<file path="config.mk">
export PLATFORM = sky130hd
export DESIGN_NAME = conditionLogic
export DESIGN_NICKNAME = d
export VERILOG_FILES = /design/src/logic/datapathPkg.sv /design/src/logic/conditionLogic.sv
export SDC_FILE = /design/constraint.sdc
export NUM_CORES = 1
export LEC_CHECK = 0
export ABC_AREA = 1
export CORE_AREA = 4 4 41 43
export DETAILED_ROUTE_END_ITERATION = 10
export DIE_AREA = 0 0 45 47
export DONT_BUFFER_PORTS = 1
export PLACE_DENSITY = 0.38
export REMOVE_ABC_BUFFERS = 1
export SLEW_MARGIN = 20
export SYNTH_ARGS = -nofsm -noshare
export SYNTH_HDL_FRONTEND = slang
export SYNTH_SLANG_ARGS = --single-unit
</file>
<file path="constraint.sdc">
create_clock -name clk -period 1.2 [get_ports clk]
set_input_delay 0.24 -clock clk [delete_from_list [all_inputs] [get_ports clk]]
set_output_delay 0.24 -clock clk [all_outputs]
set_load 0.005 [all_outputs]
</file>
<file path="src/logic/datapathPkg.sv">
package datapathPkg;

    localparam int wordWidth = 32;

    // Operation select for the ALU, five bits wide like the opcode field
    typedef enum logic [4:0] {
        aluAdd  = 5'd0,
        aluSub  = 5'd1,
        aluAnd  = 5'd2,
        aluOr   = 5'd3,
        aluShl  = 5'd4,
        aluShr  = 5'd5,
        aluShra = 5'd6,
        aluRol  = 5'd7,
        aluRor  = 5'd8,
        aluMul  = 5'd9,
        aluDiv  = 5'd10,
        aluNeg  = 5'd11,
        aluNot  = 5'd12,
        aluIncr = 5'd13
    } aluOp;

    // Branch conditions, tested against the bus value
    typedef enum logic [1:0] {
        condZero     = 2'd0,
        condNonZero  = 2'd1,
        condPositive = 2'd2,
        condNegative = 2'd3
    } condCode;

endpackage

</file>
<file path="src/logic/conditionLogic.sv">
module conditionLogic (
    input  logic clk,
    input  logic rst,
    input  logic conIn,
    input  datapathPkg::condCode cond,
    input  logic [datapathPkg::wordWidth-1:0] busData,
    output logic conFlag
);
    import datapathPkg::*;

    logic isZero;
    logic isNegative;
    logic outcome;

    assign isZero = (busData == '0);
    assign isNegative = busData[wordWidth-1];

    // Positive means sign bit clear, zero included
    always_comb begin
        case (cond)
            condZero:     outcome = isZero;
            condNonZero:  outcome = !isZero;
            condPositive: outcome = !isNegative;
            condNegative: outcome = isNegative;
            default:      outcome = 1'b0;
        endcase
    end

    always_ff @(posedge clk) begin
        if (rst) begin
            conFlag <= 1'b0;
        end else if (conIn) begin
            conFlag <= outcome;
        end
    end

endmodule

</file>
---- Yosys cells after proc, flatten, opt, wreduce, memory -nomap -nowiden ----
Cells that the tools add are included.
storage, ports and cells
  register bits ........................... 1
  memories ................................ 0
  latch bits .............................. 0
  memory bits (writable) .................. 0
  memory bits (read-only) ................. 0
  input bits .............................. 37
operators by class
  $add $sub $neg .......................... 0
  reductions and logical operators ........ 4
  div/mod/pow operators ................... 0
  multipliers ............................. 0
  bitwise logic cells ..................... 0
  eq/ne operators ......................... 3
  shift-type cells ........................ 0
  multiplexer cells ....................... 1
  order comparisons ....................... 0
operators with widths
  operator                                                               count
  32-bit logical NOT                                                     1
  2-bit equality test, second input constant                             2
  1-bit one-hot mux with 4 select lines                                  1
  2-bit by 1-bit equality test with 1-bit output, second input constant  1
  1-bit logical NOT                                                      2
  2-bit logical NOT                                                      1

---- Longest topological paths before layout ----
  depth in word-level cells ............... 3
  depth in mapped cells ................... 9

---- Least setup slack after synthesis ----
No wires, ideal clock.
  path type ............................... in2reg
  from .................................... input busData[7] (netlist bit)
  to ...................................... register conFlag
  setup slack ............................. 0.263 ns
  path buffers ............................ 0
  stages .................................. 8
  library setup time ...................... 0.115 ns
  arrival time ............................ 0.822 ns
  cell sequence ........................... nor2_1 -> nand2_1 -> nor2_1 -> nand2_1 -> o21ai_1 -> nand3_1 -> nor2_1 -> nor2_1
on the way
  longest elaborated chain between the ends .. 3
RTL lines
  item                                     line                  source
  start: declaration                       conditionLogic.sv:6   input logic [datapathPkg::wordWidth-1:0] busData,
  32-bit logical NOT *                     conditionLogic.sv:15  assign isZero = (busData == '0);
  1-bit logical NOT                        conditionLogic.sv:22  condNonZero: outcome = !isZero;
  1-bit one-hot mux with 4 select lines *  conditionLogic.sv:20  case (cond)
  end signal: assignment                   conditionLogic.sv:33  conFlag <= outcome;
  end: declaration                         conditionLogic.sv:7   output logic conFlag
Every way passes the cells marked *; elsewhere a longest branch is shown, timed or not.
A chain may end at the register's enable or synchronous reset.

---- Worst setup path after layout ----
Same ends and word-level chain as after synthesis.

==> flow_metrics.py <==
metrics = {
    "synth": {
        "ys_types": 8,
        "synth.cell_area_um2": 198,
        "post-synth-top-area-fraction_pct": 47.5,
        "avgSynthCellArea_um2": 4.30,
        "synth_top_cell_by_area": "nor2_1",
        "ys_warn_count": 0,
        "syn_inst": 46,
        "ys_ff_latch": 1,
        "seq_area_frac_synth_pct": 10.1,
        "synth_top_cells_by_area": "nor2_1 47%, nand2_1 23%, dfxtp_1 10%",
    },
    "cells_and_area": {
        "fin_nets": 85,
        "regMostFlops": "conFlag",
        "diodes": 0,
        "final_util_pct": 16.6,
        "top_regs": "conFlag x1",
        "design_area_um2": 216,
        "area_delta_synth_final_pct": 9.49,
        "final_layout_size_suffix_gt1_share_pct": 0,
        "stdcell_count": 61,
        "largest_register_ffs": 1,
    },
    "global_route": {
        "grt_first_pass_wirelength_um": 807,
        "grt_usage_pct": 4.80,
        "grt_pass1_vias": 237,
        "antenna_found_initial": 0,
        "grt_max_degree": 5,
        "grt-ovfl-total": 0,
    },
    "critical_path": {
        "r2r_start": "conFlag",
        "critPathArrivalTime_ns": 0.87,
        "cp_data_required_time_ns": 1.08,
        "cp-start-kind": "primary input",
        "crit_path_end_kind": "flop",
        "path_class": "primary input to flop",
        "crit_path_max_fanout": 2,
        "critPathLaunch": "busData[7]",
    },
    "detailed_routing": {
        "wl_um": 568,
        "drc": 0,
        "ant_nets": 0,
        "vias": 256,
        "drt_first_pass_iters": 1,
        "wire_per_inst_um": 9.31,
        "drtIter0Drc": 0,
        "vias_per_cell": 4.20,
    },
    "power_and_ir_drop": {
        "peakVddDrop_v": 0.0000863,
        "p_per_area_nw_per_um2": 313,
        "leakage_nw": 0.0819,
    },
    "clock_tree": {
        "clock_latency_ns": 0,
        "post_cts_resized": 0,
        "cts_hold_buf": 0,
        "cts_setup_buffers": 0,
        "clk_pin_slew_worst_paths_ns": 0,
    },
    "sta": {
        "fin_crit_sh_pct": 82.1,
        "slew_headroom_pct": 91.4,
        "min_period_ns": 0.986,
        "fin_ws_ns": 0.214,
        "fin_skew_ns": 0,
        "drv_slew": 0,
        "setup-tns-final_ns": 0,
        "max_freq_mhz": 1010,
        "setup_viol": 0,
        "finalHoldViolCount": 0,
        "grt_setup_unrepaired": "no",
        "worst_pin_slew_ns": 0.127,
    },
    "outcome": {
        "status": "finished clean",
    },
    "worst_hold_path": {
        "min_path_type": "primary input to flop",
        "hp-start": "conIn",
    },
    "floorplanning": {
        "die_h_um": 47,
        "boundaryPins": 38,
        "core_area_um2": 1300,
        "die_x_um": 45,
        "start_util_pct": 15.2,
        "dieArea_um2": 2120,
        "rows": 13,
    },
    "place": {
        "portBuffers": 0,
        "place_area_um2": 216,
        "dp_cells": 61,
        "pre_cts_ws_ns": 0.190,
        "routabilityCongestion": 0.648,
    },
    "flow_run": {
        "drv_cap": 0,
    },
}
==> power breakdown <==
group / internal [mW] / switching [mW] / total, mW / leakage (nW)
logic: 0.0152 / 0.0144 / 0.0296 / 0.0736
registers: 0.0365 / 0.00172 / 0.0382 / 0.00831
clock network: 0 / 0 / 0 / 0
==> critical path, cell delays in order <==
cell,delay [ns]
nor2_1,0.08
nand2_1,0.05
nor2_1,0.10
nand2_1,0.07
o21ai_1,0.12
nand3_1,0.07
nor2_1,0.08
nor2_1,0.04
==> metal layers <==
layer,vias to the layer above,share of wire [%],GRT usage [%]
li1,140,-,-
met1,92,31,5.63
met2,24,46,9.32
met3,0,23,1.15
met4,0,0,0
met5,-,0,0
==> cell type report <==
| class | instances | area (um2) |
|---|---|---|
| Inverter | 3 | 11.3 |
| Sequential cell | 1 | 20.0 |
| Tap cell | 15 | 18.8 |
| Multi-Input combinational cell | 42 | 166 |
| Fill cell | 165 | 1080 |
==> through the flow <==
stage / total power, mW / hold WS [ns]
2_1_floorplan: 0.0647 / 0.395
3_3_place_gp: 0.0676 / 0.408
3_5_place_dp: 0.0683 / 0.416
4_1_cts: 0.0684 / 0.416
5_1_grt: 0.0763 / 0.464
6_report: 0.0678 / 0.419
==> path summary, 6_finish.rpt <==
path,end,slack [ns],cells after the start
hold reg to reg,conFlag,0.54,2
hold / removal,conFlag,0.42,2
setup reg to reg,conFlag,0.56,2
setup / recovery,conFlag,0.21,8
==> cells by family (layout without fill, tap and decap cells) <==
group / after synthesis / count (layout) / share of synthesized area, %
simple gates: 39 / 39 / 75.3
compound gates: 3 / 3 / 8.86
buf+inv: 3 / 3 / 5.70
flops: 1 / 1 / 10.1
==> placed cells by master, fill, tap and decap left out, drive strengths merged <==
cell,n
nand2,12
o21bai,1
inv,3
dfxtp,1
o21ai,2
nor2,25
nand3,2
==> Yosys cell counts <==
cell type	instances
dfxtp_1	1
nand3_1	2
nor2_1	25
o21ai_0	1
o21ai_1	1
nand2_1	12
inv_1	3
o21bai_1	1
Note: power is estimated with default switching activity, not from simulation.
