`src/logic/datapathPkg.sv`:
```
package datapathPkg;

    localparam int wordWidth = 32;

    // Operation select for the ALU, five bits wide like the opcode field
    typedef enum logic [4:0] {
        aluAdd  = 5'd0,
        aluSub  = 5'd1,
        aluAnd  = 5'd2,
        aluOr   = 5'd3,
        aluShl  = 5'd4,
        aluShr  = 5'd5,
        aluShra = 5'd6,
        aluRol  = 5'd7,
        aluRor  = 5'd8,
        aluMul  = 5'd9,
        aluDiv  = 5'd10,
        aluNeg  = 5'd11,
        aluNot  = 5'd12,
        aluIncr = 5'd13
    } aluOp;

    // Branch conditions, tested against the bus value
    typedef enum logic [1:0] {
        condZero     = 2'd0,
        condNonZero  = 2'd1,
        condPositive = 2'd2,
        condNegative = 2'd3
    } condCode;

endpackage

```
`src/logic/registerFile.sv`:
```
module registerFile (
    input  logic clk,
    input  logic rst,
    input  logic [15:0] writeEnable,
    input  logic [3:0] readIndex,
    input  logic readZero,
    input  logic [datapathPkg::wordWidth-1:0] busData,
    output logic [datapathPkg::wordWidth-1:0] readData
);
    import datapathPkg::*;

    localparam int numRegs = 16;

    logic [wordWidth-1:0] regs [numRegs];

    // All sixteen load from the bus under their own enable
    always_ff @(posedge clk) begin
        if (rst) begin
            for (int i = 0; i < numRegs; i++) begin
                regs[i] <= '0;
            end
        end else begin
            for (int i = 0; i < numRegs; i++) begin
                if (writeEnable[i]) begin
                    regs[i] <= busData;
                end
            end
        end
    end

    // R0 reads as zero only for base-address use
    assign readData = readZero ? '0 : regs[readIndex];

endmodule

```
`config.mk`:
```
export PLATFORM = sky130hd
export DESIGN_NAME = registerFile
export DESIGN_NICKNAME = d
export VERILOG_FILES = /design/src/logic/datapathPkg.sv /design/src/logic/registerFile.sv
export SDC_FILE = /design/constraint.sdc
export NUM_CORES = 1
export LEC_CHECK = 0
export BUFFER_PORTS_ARGS = -buffer_cell sky130_fd_sc_hd__buf_2
export CAP_MARGIN = 20
export CELL_PAD_IN_SITES_DETAIL_PLACEMENT = 0
export CELL_PAD_IN_SITES_GLOBAL_PLACEMENT = 1
export CORE_ASPECT_RATIO = 0.9
export CORE_MARGIN = 3
export CORE_UTILIZATION = 53
export DETAILED_ROUTE_END_ITERATION = 16
export GPL_TIMING_DRIVEN = 0
export PLACE_DENSITY_LB_ADDON = 0.1
export SYNTH_ARGS = -nofsm -noshare
export SYNTH_HDL_FRONTEND = slang
export SYNTH_SLANG_ARGS = --single-unit
```
`constraint.sdc`:
```
create_clock -name clk -period 2.1 [get_ports clk]
set_input_delay 0.315 -clock clk [delete_from_list [all_inputs] [get_ports clk]]
set_output_delay 0.315 -clock clk [all_outputs]
set_load 0.05 [all_outputs]
```
* Yosys cells after proc, flatten, opt, wreduce, memory -nomap -nowiden
Memories as Yosys holds them, arrays and structs flattened.
Index checks and enable logic that the tools add are counted.
** Word-level totals
- Memories :: 1
- Flip-flop bits (word level) :: 0
- Logic and storage cells :: 84
- Output and inout port bits :: 32
- Input bits :: 55
- RAM bits :: 512
** Memory list
- regs :: words 16, width 32, read ports 1, clocked after memory_dff 0, wr ports 16, line registerFile.sv:14 : logic [wordWidth-1:0] regs [numRegs];
** Cells by class
- Bitwise logic cells :: 16
- Muxes and demuxes :: 67
** Operators by type and width (count)
- 2-to-1 mux 32 bit :: 17
- 2-to-1 mux 1 bit :: 50
- OR 1 bit :: 16

* Longest topological paths before layout
- Depth after elaboration :: 4
- Gate-level depth with buffers :: 7
- Mapped depth without buffers :: 4

* Worst setup path before layout
OpenSTA, ideal clock, no wires.
- Path kind :: input-to-output
- Start :: input port readIndex[2]
- End :: output port readData[30] in the netlist's numbering
- Setup slack :: -0.418 ns
- Data required time :: 1.785 ns
- Path buffers :: 3
- Cell stages on the path :: 7
- Arrival time :: 2.203 ns
- Cell sequence :: buf_2 -> and2_1 -> buf_1 -> clkbuf_1 -> a22oi_1 -> nand2_1 -> o21ai_0
** Between the ends
- Longest elaborated chain between the ends :: 2
** RTL lines
- from (decl) :: line registerFile.sv:5 : input logic [3:0] readIndex,
- memory (16 x 32 bit)
- 2-to-1 mux 32 bit :: line registerFile.sv:32 : assign readData = readZero ? '0 : regs[readIndex];
- to (decl) :: line registerFile.sv:8 : output logic [datapathPkg::wordWidth-1:0] readData
No other way between the ends.

* Worst setup path in the final report
- Start :: memory regs[11][3]
- End :: output port readData[3] in the netlist's numbering
** Between the ends
- Longest elaborated chain between the ends :: 2
** RTL lines (line)
- from (decl) :: registerFile.sv:14
- memory (16 x 32 bit)
- 2-to-1 mux 32 bit :: registerFile.sv:32
No other way between the ends.

==> out/metrics.cfg <==
[sta]
fin_ws_ns = -0.167
fin_crit_ns = 2.27
max_clock_freq_mhz = 441
hold_viol_final = 0
tightest_slew_ns = 1.15
setup_tns_ns = -3.82
setup_viol = 32
min_period_over_period = 1.08
maxSlewViolCount = 0
slew_headroom = 0.235
rsz0062_at_grt = yes
hold_slack_ns = 0.130

[power_and_ir_drop]
sw_frac_of_total = 0.234
intPower_w = 0.0185
powerDensity_mw_per_mm2 = 939
p_sw_w = 0.00564
p_seq_frac = 0.514
p_leak_nw = 9.69
p_comb_frac = 0.106
max-vdd-ir-drop_mv = 0.710
clkPwrFrac = 0.380

[clock_network]
path_clk_slew_ns = 0.06
h-tree-depth = 2
cts_tree = done
clock_tree.root_cell = clkbuf_16
clock-sinks = 512
ctsHoldBuffers = 0
cts_max_path_buffers = 3
cts_inserted_buffers = 52

[layout]
largest_reg_flops = 512
drive_gt1_frac = 0.240
fin_area_sq_mm = 0.0257
num_antenna_cells = 0
syn_to_final_growth_pct = 15.2
layout.nets = 1522
fin_cells = 2048
reg_top3 = regs (512)
regMostFlops = regs

[worst_setup_path]
cp_max_fo = 1
slowest_delay_ns = 0.51
worstPathArrival_ns = 1.95
worstPathRequired_ns = 1.78
cp-start-kind = register
end_kind = primary output
worst_path_max_delay_cell = mux4_2
worstPathCellList = mux4_2 -> o221ai_2 -> nand2_2 -> buf_6
crit_family = multiplexers
worst-path-buf-inv = 1
crit_type = reg -> out

[status]
failed_checks = setup timing
status = finished with violations

[floorplan]
coreArea_sq_mm = 0.0411
num_io_pins = 87
placement_rows = 70
die_w_microns = 222
start_util = 0.543
dieArea_sq_mm = 0.0446
die_h_microns = 201

[grt]
grt_max_degree = 33
antenna_found_initial = 1
grt_pass1_vias = 12500
grt_pass1_wl_microns = 86900
grtUsageTotal = 0.271
globalRoute.totalOverflow = 0

[yosys]
synthCells = 1319
synthDistinctLibCells = 25
ys_ff_latch = 512
ys_seq_area_frac = 0.689
postSynthAreaPerCell_sq_um = 16.9
synth.most_common_cell = edfxtp_1
synth_top_area_frac = 0.689
synth_ff_type = edfxtp_1
synthTopCellsByArea = edfxtp_1 (69%), and2_1 (9.0%), mux4_1 (5.3%), mux2i_1 (4.8%), mux4_2 (3.9%)
synth_area_sq_mm = 0.0223
yosysTopAreaCell = edfxtp_1
synthTopCellsByCount = edfxtp_1 (512), and2_1 (321), mux2i_1 (108)
yosysWarnings = 0
syn_nets = 1374
ys_async_sr_fraction = 0
synth_edf_count = 512

[hold_path]
min_path_cells = 2
hold_class = in -> reg
hold_start = writeEnable[5]
whs_endpoint = regs[5][0]

[placed_design]
place_area_sq_mm = 0.0236
dp.final_hpwl_microns = 36400
port_buffers = 83
place_inst = 1950
routabilityCongestion = 0.760

[flow_run]
max_cap_viol_count = 0

[detailed_routing]
vias = 12300
drc_errors = 0
drt-total-wl_microns = 60500
routed_via_density = 6.03
wl_per_cell_microns = 29.5
drt_iter0_markers = 1441
drtAntennaViolNets = 0
firstDrtPassIters = 5

[repair_timing]
action                                  in CTS  in global routing
pin swaps                                   11                  7
endpoints found under the hold margin        0                  0
gates resized for setup                    158                 33
setup buffers                                0                  0
endpoints found under the setup margin      32                 32
[power by group through the flow]
stage	Sequential, W	Combinational, W	Clock (W)
finish	0.0124	0.00255	0.00918
global route	0.0125	0.00269	0.00967
CTS	0.0124	0.00250	0.00927
detailed placement	0.0126	0.00232	0
global placement	0.0126	0.00226	0
floorplan	0.0125	0.00151	0
[kinds of logic (layout without fill, tap and decap cells)]
family	count (synthesis)	after routing	synth area share
mux	196	196	0.143
buf+inv	120	309	0.0306
simple gates	383	383	0.106
flops	512	512	0.689
compound gates	108	108	0.0312
[cell usage in the layout (no fill, tap or decap), types with 10 or more instances in the layout]
cell and n:
buf_2 59, mux4_2 75, and2_1 321, buf_6 48
clkbuf_16 53, clkbuf_1 78, mux2i_1 102, o21ai_1 36
clkinv_2 10, clkinv_1 15, edfxtp_1 512, o21ai_2 23
a221oi_2 15, a221oi_1 17, buf_12 15, nor2b_1 34
or2_2 16
[how the worst max path moves through the flow]
stage	endpoint	cells after the start	slack, ns	startpoint
finish	readData[3]	4	-0.17	regs[11][3]
detailed placement	readData[31]	9	-0.72	readIndex[1]
global placement	readData[31]	9	-0.68	readIndex[1]
global route	readData[3]	4	-0.22	regs[11][3]
floorplan	readData[30]	7	-0.04	readIndex[2]
CTS	readData[13]	4	-0.21	regs[5][13]
[per-stage QoR]
stage / total power (W) / worst slack, ns / util
floorplan: 0.0140 / -0.0418 / -
global placement: 0.0148 / -0.685 / 0.570
detailed placement: 0.0149 / -0.719 / 0.574
CTS: 0.0242 / -0.211 / 0.622
global route: 0.0248 / -0.219 / 0.626
finish: 0.0241 / -0.167 / 0.626
[final cells by class]
cell class | instances | area, sq um
plain buffers | 120 | 772
clock buffers | 63 | 1360
clock inverters | 32 | 294
fillers | 2973 | 15400
multi-input cells | 687 | 6380
flip-flops and latches | 512 | 15400
well taps | 540 | 676
repair buffers | 94 | 843
[layer usage]
metal | global-route usage | wire (microns)
met5 | 0 | 0
met4 | 0.0752 | 1560
met3 | 0.0461 | 4280
met2 | 0.438 | 28800
met1 | 0.386 | 25900
Note: power is estimated with default switching activity, not from simulation.
