### config.mk
export PLATFORM = sky130hd
export DESIGN_NAME = selectEncode
export DESIGN_NICKNAME = d
export VERILOG_FILES = /design/src/logic/isaPkg.sv /design/src/logic/selectEncode.sv
export SDC_FILE = /design/constraint.sdc
export NUM_CORES = 1
export LEC_CHECK = 0
export BUFFER_PORTS_ARGS = -buffer_cell sky130_fd_sc_hd__buf_2
export CAP_MARGIN = 20
export CORE_UTILIZATION = 33
export DETAILED_ROUTE_END_ITERATION = 10
export GPL_ROUTABILITY_DRIVEN = 0
export GPL_TIMING_DRIVEN = 1
export PLACE_DENSITY = 0.95
export SLEW_MARGIN = 40
export SYNTH_ARGS = -nofsm -noshare
export SYNTH_HDL_FRONTEND = slang
export SYNTH_SLANG_ARGS = --single-unit
### constraint.sdc
create_clock -name vclk -period 3.6
set_input_delay 0.18 -clock vclk [all_inputs]
set_output_delay 0.18 -clock vclk [all_outputs]
set_load 0.02 [all_outputs]
### src/logic/isaPkg.sv
package isaPkg;

    localparam int instrWidth = 32;
    localparam int opcodeWidth = 5;
    localparam int regIndexWidth = 4;
    localparam int constWidth = 19;
    localparam int condWidth = 2;

    // Three register fields, low bits unused
    typedef struct packed {
        logic [opcodeWidth-1:0] opcode;
        logic [regIndexWidth-1:0] ra;
        logic [regIndexWidth-1:0] rb;
        logic [regIndexWidth-1:0] rc;
        logic [instrWidth-opcodeWidth-3*regIndexWidth-1:0] unused;
    } regFormat;

    // Two register fields and the signed constant
    typedef struct packed {
        logic [opcodeWidth-1:0] opcode;
        logic [regIndexWidth-1:0] ra;
        logic [regIndexWidth-1:0] rb;
        logic [constWidth-1:0] c;
    } immFormat;

    // Condition code sits in the low bits of the rb slot
    typedef struct packed {
        logic [opcodeWidth-1:0] opcode;
        logic [regIndexWidth-1:0] ra;
        logic [regIndexWidth-condWidth-1:0] spare;
        logic [condWidth-1:0] cond;
        logic [constWidth-1:0] c;
    } branchFormat;

    // One IR word, decoded per consumer
    typedef union packed {
        regFormat regFmt;
        immFormat immFmt;
        branchFormat brFmt;
    } instrWord;

endpackage

### src/logic/selectEncode.sv
module selectEncode (
    input  isaPkg::instrWord instr,
    input  logic gra,
    input  logic grb,
    input  logic grc,
    input  logic rIn,
    input  logic rOut,
    input  logic baOut,
    output logic [(2**isaPkg::regIndexWidth)-1:0] writeEnable,
    output logic [isaPkg::regIndexWidth-1:0] readIndex,
    output logic readZero,
    output logic [$bits(isaPkg::instrWord)-1:0] constExt
);
    import isaPkg::*;

    logic [regIndexWidth-1:0] fieldIndex;

    // Field select, only one of gra/grb/grc is raised per step
    always_comb begin
        if (gra) begin
            fieldIndex = instr.regFmt.ra;
        end else if (grb) begin
            fieldIndex = instr.regFmt.rb;
        end else if (grc) begin
            fieldIndex = instr.regFmt.rc;
        end else begin
            fieldIndex = '0;
        end
    end

    // One-hot register load
    always_comb begin
        writeEnable = '0;
        if (rIn) begin
            writeEnable[fieldIndex] = 1'b1;
        end
    end

    // Read port idles at index 0 when nothing drives the bus from the file
    assign readIndex = (rOut || baOut) ? fieldIndex : '0;

    // Base-address reads treat R0 as a constant zero
    assign readZero = baOut && (fieldIndex == '0);

    assign constExt = {{($bits(instrWord)-constWidth){instr.immFmt.c[constWidth-1]}},
                       instr.immFmt.c};

endmodule

Word level (Yosys, flattened, before mapping) --
Index checks and enable logic that the tools add are counted. Widths: inputs -> output; s select.
Cells by class: add/subtract/negate cells 0, shift-type cells 0, bitwise operators 0, reduce and logical (&&, ||, !) cells 4, div/mod/pow operators 0, eq/ne operators 0, $lt $le $gt $ge 2, $mul 0, multiplexer cells 7
Operators with widths (number):
- $mux 16 | 1
- $mux 4 | 4
- $lt 4x5->1 const B | 1
- $demux 1 s4 | 1
- $ge 4x1->1 const B | 1
- $logic_not 4->1 | 1
- $logic_and 1x1->1 | 2
- $logic_or 1x1->1 | 1
- $mux 1 | 1
Word-level totals: bits in latches 0, bits in writable memories 0, memory bits (read-only) 0, register bits after elaboration 0, memories 0, bits of input ports 38, logic and storage cells 13, output and inout port bits 53

Longest topological paths before layout --
Gate-level depths: netlist of the first run.
depth after elaboration 8, gate-level depth with buffers 5, mapped depth without buffers 3

Worst setup path before layout of the first run --
No wires, ideal clock.
kind input-to-output, start in grb, end out readZero, stages on the path 4, arrival time 1.580 ns, path slack 1.840 ns, data required time 3.420 ns, buffers on the path 1, path through buf_4 and3b_1 or4b_1 a2111oi_2
Between the ends: word-level cells in the longest chain between the ends 4
RTL lines:
- start: declaration | RTL line selectEncode.sv:4 | input logic grb,
- $mux 4 | RTL line selectEncode.sv:22 | end else if (grb) begin
- $mux 4 | RTL line selectEncode.sv:20 | if (gra) begin
- $logic_not 4->1 | RTL line selectEncode.sv:43 | assign readZero = baOut && (fieldIndex == '0);
- $logic_and 1x1->1 | RTL line selectEncode.sv:43
- end: declaration | RTL line selectEncode.sv:11 | output logic readZero,
Every way passes these cells.

Worst setup path in the final report of the first run --
Ends and elaborated chain as after synthesis.

==> results.sh, run 1 <==
export IMPL_final_setup_tns_ns=0
export IMPL_failed_checks="design-rule violations"
export IMPL_max_vdd_ir_drop_mv=0.0508
export IMPL_antenna_found_initial=0
export IMPL_synth_simple_area_share_pct=33.0
export IMPL_dpl_hpwl_um=1290
export IMPL_cts_resized=0
export IMPL_routed_via_density=5.55
export IMPL_drive_gt1_share_pct=55.8
export IMPL_max_slew_margin_pct=47.5
export IMPL_ant_nets=0
export IMPL_clockBufferCount=0
export IMPL_drtPass1Iterations=8
export IMPL_holdPathStages=0
export IMPL_seq_area_frac_synth_pct=0
export IMPL_min_period_ns=1.78
export IMPL_hold_viol=0
export IMPL_crit_path_end_kind="primary output"
export IMPL_setup_viol_count_final=0
export IMPL_grt_overflow=0
export IMPL_synth_largest_area_cell="buf_4"
export IMPL_wirelength_um=1670
export IMPL_grt_pass1_wl_um=2470
export IMPL_rows=14
export IMPL_synth_cell_area_um2=584
export IMPL_holdCritPathClass="in2out"
export IMPL_post_route_util_pct=39.4
export IMPL_synth_xor_area_share_pct=0
export IMPL_port_buffers=56
export IMPL_dpl_instance_area_um2=621
export IMPL_path_max_fanout=10
export IMPL_ctsHoldBuffers=0
export IMPL_synthMuxAreaShare_pct=0
export IMPL_first_global_vias=543
export IMPL_synth_compound_area_share_pct=19.9
export IMPL_path_class="in2out"
export IMPL_synth_nets=123
export IMPL_drv_slew=0
export IMPL_synth_cells=85
export IMPL_max_cap_viol_count=0
export IMPL_p_per_area_mw_per_mm2=160
export IMPL_vias=666
export IMPL_p_leak_nw=0.343
export IMPL_finalCritPeriodShare_pct=49.6
export IMPL_die_area_mm2=0.00194
export IMPL_grtUsageTotal_pct=15.5
export IMPL_rsz0062_at_grt="no"
export IMPL_initial_core_util_pct=37.1
export IMPL_cp_start_kind="input port"
export IMPL_postCtsSetupBuffers=0
export IMPL_status="finished, violations left"
export IMPL_die_h_um=44.1
export IMPL_drt_iter0_drc=17
export IMPL_synth_area_per_cell_um2=6.87
export IMPL_regArea_um2=0
export IMPL_grt_max_degree=17
export IMPL_dieWidth_um=44.1
export IMPL_coreArea_mm2=0.00158
export IMPL_drc=8
export IMPL_nFlopsAndLatches=0
export IMPL_cp_required_ns=3.42
export IMPL_yosysUniqueCellTypes=18
export IMPL_yosys_warnings=0
export IMPL_crit_arrival_ns=1.60
export IMPL_io_pins=91
export IMPL_final_area_um2=621
export IMPL_multiInputGateArea_um2=309
export IMPL_synth_fa_ha_area_share_pct=0
export IMPL_fmax_mhz=560
export IMPL_synth_top_family_by_area="buffers and inverters"
export IMPL_antenna_cells=0
export IMPL_yosys_top_cells_area="buf_4, nor4_1, nand3b_1"
export IMPL_tightest_slew_ns=0.788
export IMPL_area_growth_pct=6.21
export IMPL_final_nets=144
export IMPL_post_drt_wl_per_cell_um=13.9
export IMPL_synth_top_area_share_pct=42.4
export IMPL_nFillCells=183
## through the flow
| step | power [mW] | setup slack, ns | hold slack [ns] | instances |
|---|---|---|---|---|
| final | 0.0993 | 1.82 | 0.360 | 120 |
| after global routing | 0.107 | 1.73 | 0.360 | 120 |
| after CTS | 0.0994 | 1.80 | 0.360 | 120 |
| after detailed placement | 0.0993 | 1.81 | 0.360 | 120 |
| after global placement | 0.0964 | 1.85 | 0.360 | 120 |
| after floorplan | 0.102 | 1.84 | 0.473 | 85 |
## cell usage in the layout (no fill, tap or decap)
master / netlist / routed
o21ai_0: 1 / 1
inv_1: 3 / 3
and2_1: 1 / 1
or4b_1: 1 / 1
nand3b_1: 5 / 5
o311ai_2: 1 / 1
a22oi_1: 3 / 3
a31oi_1: 1 / 1
a21oi_1: 5 / 5
nor4_1: 16 / 16
buf_2: 1 / 56
a22o_1: 3 / 3
nor2_1: 4 / 4
and3b_1: 2 / 2
a2111oi_2: 1 / 1
nand2b_1: 1 / 1
## where the power goes
part | total (mW) | leakage (nW) | internal [mW] | switching [mW]
sequential | 0 | 0 | 0 | 0
clock | 0 | 0 | 0 | 0
combinational | 0.0993 | 0.343 | 0.0322 | 0.0671
total | 0.0993 | 0.343 | 0.0322 | 0.0671
## cell usage after synthesis (all sizes together)
cell and count:
o311ai 1, a22o 3, a31oi 1, o21ai 1
buf 34, and3b 2, a2111oi 1, and2 1
or4b 1, a22oi 3, nor4 16, a21oi 5
nor2 4, clkbuf 3, nand3b 5, nand2b 1
inv 3
## cell families after synthesis
family | after synthesis
buffers and inverters | 40
and+or+nand+nor | 30
AOI/OAI and AO/OA | 15
## routing by layer
metal / global-route usage, % / vias up / part of all wire, %
li1: - / 323 / -
met1: 21.7 / 306 / 40
met2: 25.6 / 31 / 50
met3: 0.816 / 6 / 8.8
met4: 4.24 / 0 / 1.3
met5: 0 / - / 0
## path summary, 6_finish.rpt
check	start	endpoint
worst max-delay path	grb	readZero
worst min-delay path	instr[2]	constExt[2]
## cell type report
| class | count | share of cell area, % |
|---|---|---|
| multi-input cells | 45 | 49.8 |
| repair buffers | 56 | 45.2 |
| well taps | 16 | 3.23 |
| inverters | 3 | 1.81 |
## worst max-delay path, cell delays in order
cell and delay (ns):
buf_2 0.16, and3b_1 0.21, or4b_1 0.52, a2111oi_2 0.30, buf_2 0.22
Note: power is estimated with default switching activity, not from simulation.
==> inputs of run 2 (changes only) <==
- ABC_AREA: default -> 1
- CORE_UTILIZATION: 33 -> 30
- PLACE_DENSITY: 0.95 -> 0.89
- clock period: 3.6 -> 1.65 ns (I/O delays scaled with it)
==> run 2 against run 1 <==
Net effect: the flow now finishes without violations; core utilization shrank 2.7 points; first-iteration DRC count decreased by 53%; combinational power grew 110%; non-clock buffer count unchanged; highest routed layer is now met3; total power rose by 110%.
==> results.sh, run 2 <==
export IMPL_min_period_ns=1.11
export IMPL_grt_pass1_wl_um=1990
export IMPL_tightest_slew_ns=0.230
export IMPL_coreArea_mm2=0.00176
export IMPL_ctsHoldBuffers=0
export IMPL_post_route_util_pct=36.7
export IMPL_final_cell_mix="buf_2, nor2_1, nand2_1"
export IMPL_p_leak_nw=0.414
export IMPL_cts_resized=0
export IMPL_vias=630
export IMPL_fin_cells=152
export IMPL_synth_cells=103
export IMPL_holdCritPathClass="in2out"
export IMPL_crit_arrival_ns=1.03
export IMPL_max_cap_viol_count=0
export IMPL_yosys_top_cells_count="buf_4, nor2_1, nand2_1"
export IMPL_synth_area_per_cell_um2=5.59
export IMPL_whs_ns=0.165
export IMPL_antenna_found_initial=0
export IMPL_nFlopsAndLatches=0
export IMPL_status="complete, no violations"
export IMPL_max_slew_margin_pct=84.6
export IMPL_dp_cells=152
export IMPL_yosys_top_cells_area="buf_4, nor2_1, nand2_1"
export IMPL_drv_slew=0
export IMPL_crit_path_end_kind="primary output"
export IMPL_dieWidth_um=45.8
export IMPL_drt_iter0_drc=8
export IMPL_setup_viol_count_final=0
export IMPL_synth_cell_area_um2=576
export IMPL_finalCritPeriodShare_pct=67.2
export IMPL_drtPass1Iterations=4
export IMPL_grt_overflow=0
export IMPL_cp_required_ns=1.57
export IMPL_grtUsageTotal_pct=12.0
export IMPL_path_class="in2out"
export IMPL_min_delay_start="instr[0]"
export IMPL_nFillCells=221
export IMPL_area_growth_pct=12.4
export IMPL_path_max_fanout=7
export IMPL_port_buffers=56
export IMPL_p_per_area_mw_per_mm2=321
export IMPL_io_pins=91
export IMPL_grt_max_degree=17
export IMPL_synth_largest_area_cell="buf_4"
export IMPL_hold_viol=0
export IMPL_synth_nets=141
export IMPL_rows=15
export IMPL_dpl_hpwl_um=1110
export IMPL_startpoint="gra"
export IMPL_cp_start_kind="input port"
export IMPL_wirelength_um=1280
export IMPL_drive_gt1_share_pct=55.9
export IMPL_seq_area_frac_synth_pct=0
export IMPL_final_nets=167
export IMPL_post_drt_wl_per_cell_um=8.43
export IMPL_yosysUniqueCellTypes=13
export IMPL_die_area_mm2=0.00210
export IMPL_max_vdd_ir_drop_mv=0.129
export IMPL_postCtsSetupBuffers=0
export IMPL_critical_path_max_stage_delay_ns=0.21
export IMPL_crit_slowest_cell="or2_0"
export IMPL_regArea_um2=0
export IMPL_cp_cell_sequence="buf_2 > inv_2 > or2_0 > nand2_2 > nand3_2 > nor2_1 > buf_2"
export IMPL_layout_commonest_cell="buf_2"
export IMPL_antenna_cells=0
export IMPL_routed_via_density=4.14
export IMPL_ant_nets=0
export IMPL_synthMostInstantiatedCell="buf_4"
export IMPL_critical_path_most_common_cell="buf_2"
export IMPL_initial_core_util_pct=32.6
export IMPL_die_h_um=45.8
export IMPL_clockBufferCount=0
export IMPL_synth_top_area_share_pct=41.7
export IMPL_rsz0062_at_grt="no"
export IMPL_drc=0
export IMPL_final_setup_tns_ns=0
export IMPL_yosys_warnings=0
export IMPL_first_global_vias=473
export IMPL_fmax_mhz=901
## run 2: cell types whose count changed after synthesis, sizes merged, moves of 2 or more
cell,before,now
nand3b,5,0
a22o,3,0
inv,3,7
nand2,0,23
nand3,0,11
and3b,2,0
or2,0,3
clkbuf,3,0
a22oi,3,0
nor4,16,0
nor2,4,23
buf,34,32
## run 2: path summary, 6_finish.rpt
path | endpoint | depth (start not counted)
max | writeEnable[9] | 7
min | constExt[0] | 0
## run 2: area by class of cell
class                           instances  area (um2)  area share, %
Inverter                                7        26.3           4.06
Multi-Input combinational cell         64         309           47.8
Timing Repair Buffer                   56         280           43.3
Tap cell                               25        31.3           4.84
## run 2: power by group
group	internal, mW	leakage [nW]	switching, mW	total [mW]
Combinational	0.0692	0.414	0.138	0.207
Clock	0	0	0	0
Sequential	0	0	0	0
Total	0.0692	0.414	0.138	0.207
## run 2: worst max-delay path, delay by kind of cell
| family | cells | cell delay (ns) |
|---|---|---|
| and+or+nand+nor | 4 | 0.55 |
| buffers and inverters | 3 | 0.39 |
## run 2: per-stage QoR
step | power (mW) | worst slack (ns) | cell area, um2
floorplan | 0.212 | 0.735 | 576
global placement | 0.207 | 0.540 | 647
detailed placement | 0.209 | 0.534 | 647
CTS | 0.209 | 0.533 | 647
global route | 0.229 | 0.381 | 647
finish | 0.207 | 0.541 | 647
## run 2: kinds of logic (layout without fill, tap and decap cells)
group	Yosys count	count (layout)	share of synthesized area (%)
buffers and inverters	39	63	46.3
AND/OR/NAND/NOR	60	60	50.2
AO/OA/AOI/OAI	4	4	3.48
## run 2: layer usage
layer  global-route usage, %  up-vias  part of all wire, %
li1                        -      334                    -
met1                    16.5      273                   41
met2                    19.4       23                   52
met3                    2.38        0                  7.3
met4                    1.76        0                    0
met5                       0        -                    0
==> inputs of run 3 (changes only) <==
- clock period: 1.65 -> 1.1 ns (I/O delays scaled with it)
==> run 3 against run 2 <==
Net effect: die area did not move; core utilization rose by 6.2 points; sequential share of layout area did not move.
==> results.sh, run 3 (synthesis gave the netlist of run 2 again) <==
export IMPL_holdPathStages=0
export IMPL_setup_viol_count_final=0
export IMPL_finalCritPeriodShare_pct=96.4
export IMPL_cp_required_ns=1.04
export IMPL_dp_cells=153
export IMPL_io_pins=91
export IMPL_coreArea_mm2=0.00176
export IMPL_final_nets=170
export IMPL_wirelength_um=1450
export IMPL_port_buffers=56
export IMPL_whs_ns=0.110
export IMPL_max_cap_viol_count=0
export IMPL_tightest_slew_ns=0.230
export IMPL_min_to="constExt[0]"
export IMPL_layout_commonest_cell="buf_2"
export IMPL_ctsHoldBuffers=0
export IMPL_dpl_instance_area_um2=654
export IMPL_setup_slack_ns=0.0393
export IMPL_min_period_ns=1.06
export IMPL_drive_gt1_share_pct=63.8
export IMPL_final_setup_tns_ns=0
export IMPL_cp_start_kind="input port"
export IMPL_routed_via_density=4.28
export IMPL_dieWidth_um=45.8
export IMPL_initial_core_util_pct=32.6
export IMPL_grt_pass1_wl_um=2080
export IMPL_antenna_cells=0
export IMPL_rows=15
export IMPL_first_global_vias=522
export IMPL_fmax_mhz=943
export IMPL_grtUsageTotal_pct=12.5
export IMPL_hold_viol=0
export IMPL_crit_path_end_kind="primary output"
export IMPL_ant_nets=0
export IMPL_post_drt_wl_per_cell_um=9.35
export IMPL_path_max_fanout=7
export IMPL_p_per_area_mw_per_mm2=475
export IMPL_min_delay_start="instr[0]"
export IMPL_p_leak_nw=0.435
export IMPL_fin_total_pwr_uw=360
export IMPL_antenna_found_initial=0
export IMPL_max_slew_margin_pct=84.6
export IMPL_clockBufferCount=0
export IMPL_drtPass1Iterations=4
export IMPL_rsz0062_at_grt="yes"
export IMPL_drt_iter0_drc=7
export IMPL_max_vdd_ir_drop_mv=0.206
export IMPL_regArea_um2=0
export IMPL_drv_slew=0
export IMPL_holdCritPathClass="in2out"
export IMPL_die_area_mm2=0.00210
export IMPL_dpl_hpwl_um=1160
export IMPL_nFlopsAndLatches=0
export IMPL_die_h_um=45.8
export IMPL_vias=664
export IMPL_final_area_um2=757
export IMPL_grt_max_degree=15
export IMPL_dp_slack_ns=0.0339
export IMPL_fin_cells=155
export IMPL_final_cell_mix="buf_2, nor2_1, buf_4"
export IMPL_post_route_util_pct=42.9
export IMPL_drc=0
export IMPL_grt_overflow=0
export IMPL_status="complete, no violations"
export IMPL_area_growth_pct=31.5
export IMPL_crit_arrival_ns=1.01
export IMPL_path_class="in2out"
[run 3: cell type report]
type                       instances  area, um2
fill                             219       1010
inverter                           7       28.8
multi-input combinational         64        357
tap                               25       31.3
timing repair buffer              59        340
[run 3: power breakdown]
part | leakage (nW) | total (mW) | internal (mW) | switching (mW)
Sequential | 0 | 0 | 0 | 0
Combinational | 0.435 | 0.360 | 0.131 | 0.229
Clock | 0 | 0 | 0 | 0
Total | 0.435 | 0.360 | 0.131 | 0.229
[run 3: layer usage]
metal	part of all wire [%]	global-route usage (%)	wire length, um	up-vias
li1	-	-	-	341
met1	39	15.8	562	298
met2	55	22.3	799	25
met3	6.1	2.38	88	0
met4	0	1.76	0	0
met5	0	0	0	-
[run 3: how the worst max path moves through the flow]
stage / from / endpoint / slack (ns) / depth (start not counted)
final: gra / writeEnable[7] / 0.04 / 7
after global routing: grb / writeEnable[7] / -0.04 / 9
after CTS: gra / writeEnable[10] / 0.03 / 7
after detailed placement: grb / writeEnable[7] / 0.03 / 9
after global placement: gra / writeEnable[1] / 0.05 / 7
after floorplan: grb / writeEnable[11] / 0.24 / 7
[run 3: what timing repair did]
action,4_1_cts,5_1_grt
setup buffers,0,2
setup endpoints to repair,0,17
hold endpoints to repair,0,0
resized for setup,0,30
[run 3: critical path, stage by stage]
cell and delay, ns:
clkbuf_4 0.15, inv_2 0.07, or2_1 0.21, nand2_2 0.12
nand3_2 0.11, nor2_1 0.13, buf_4 0.16
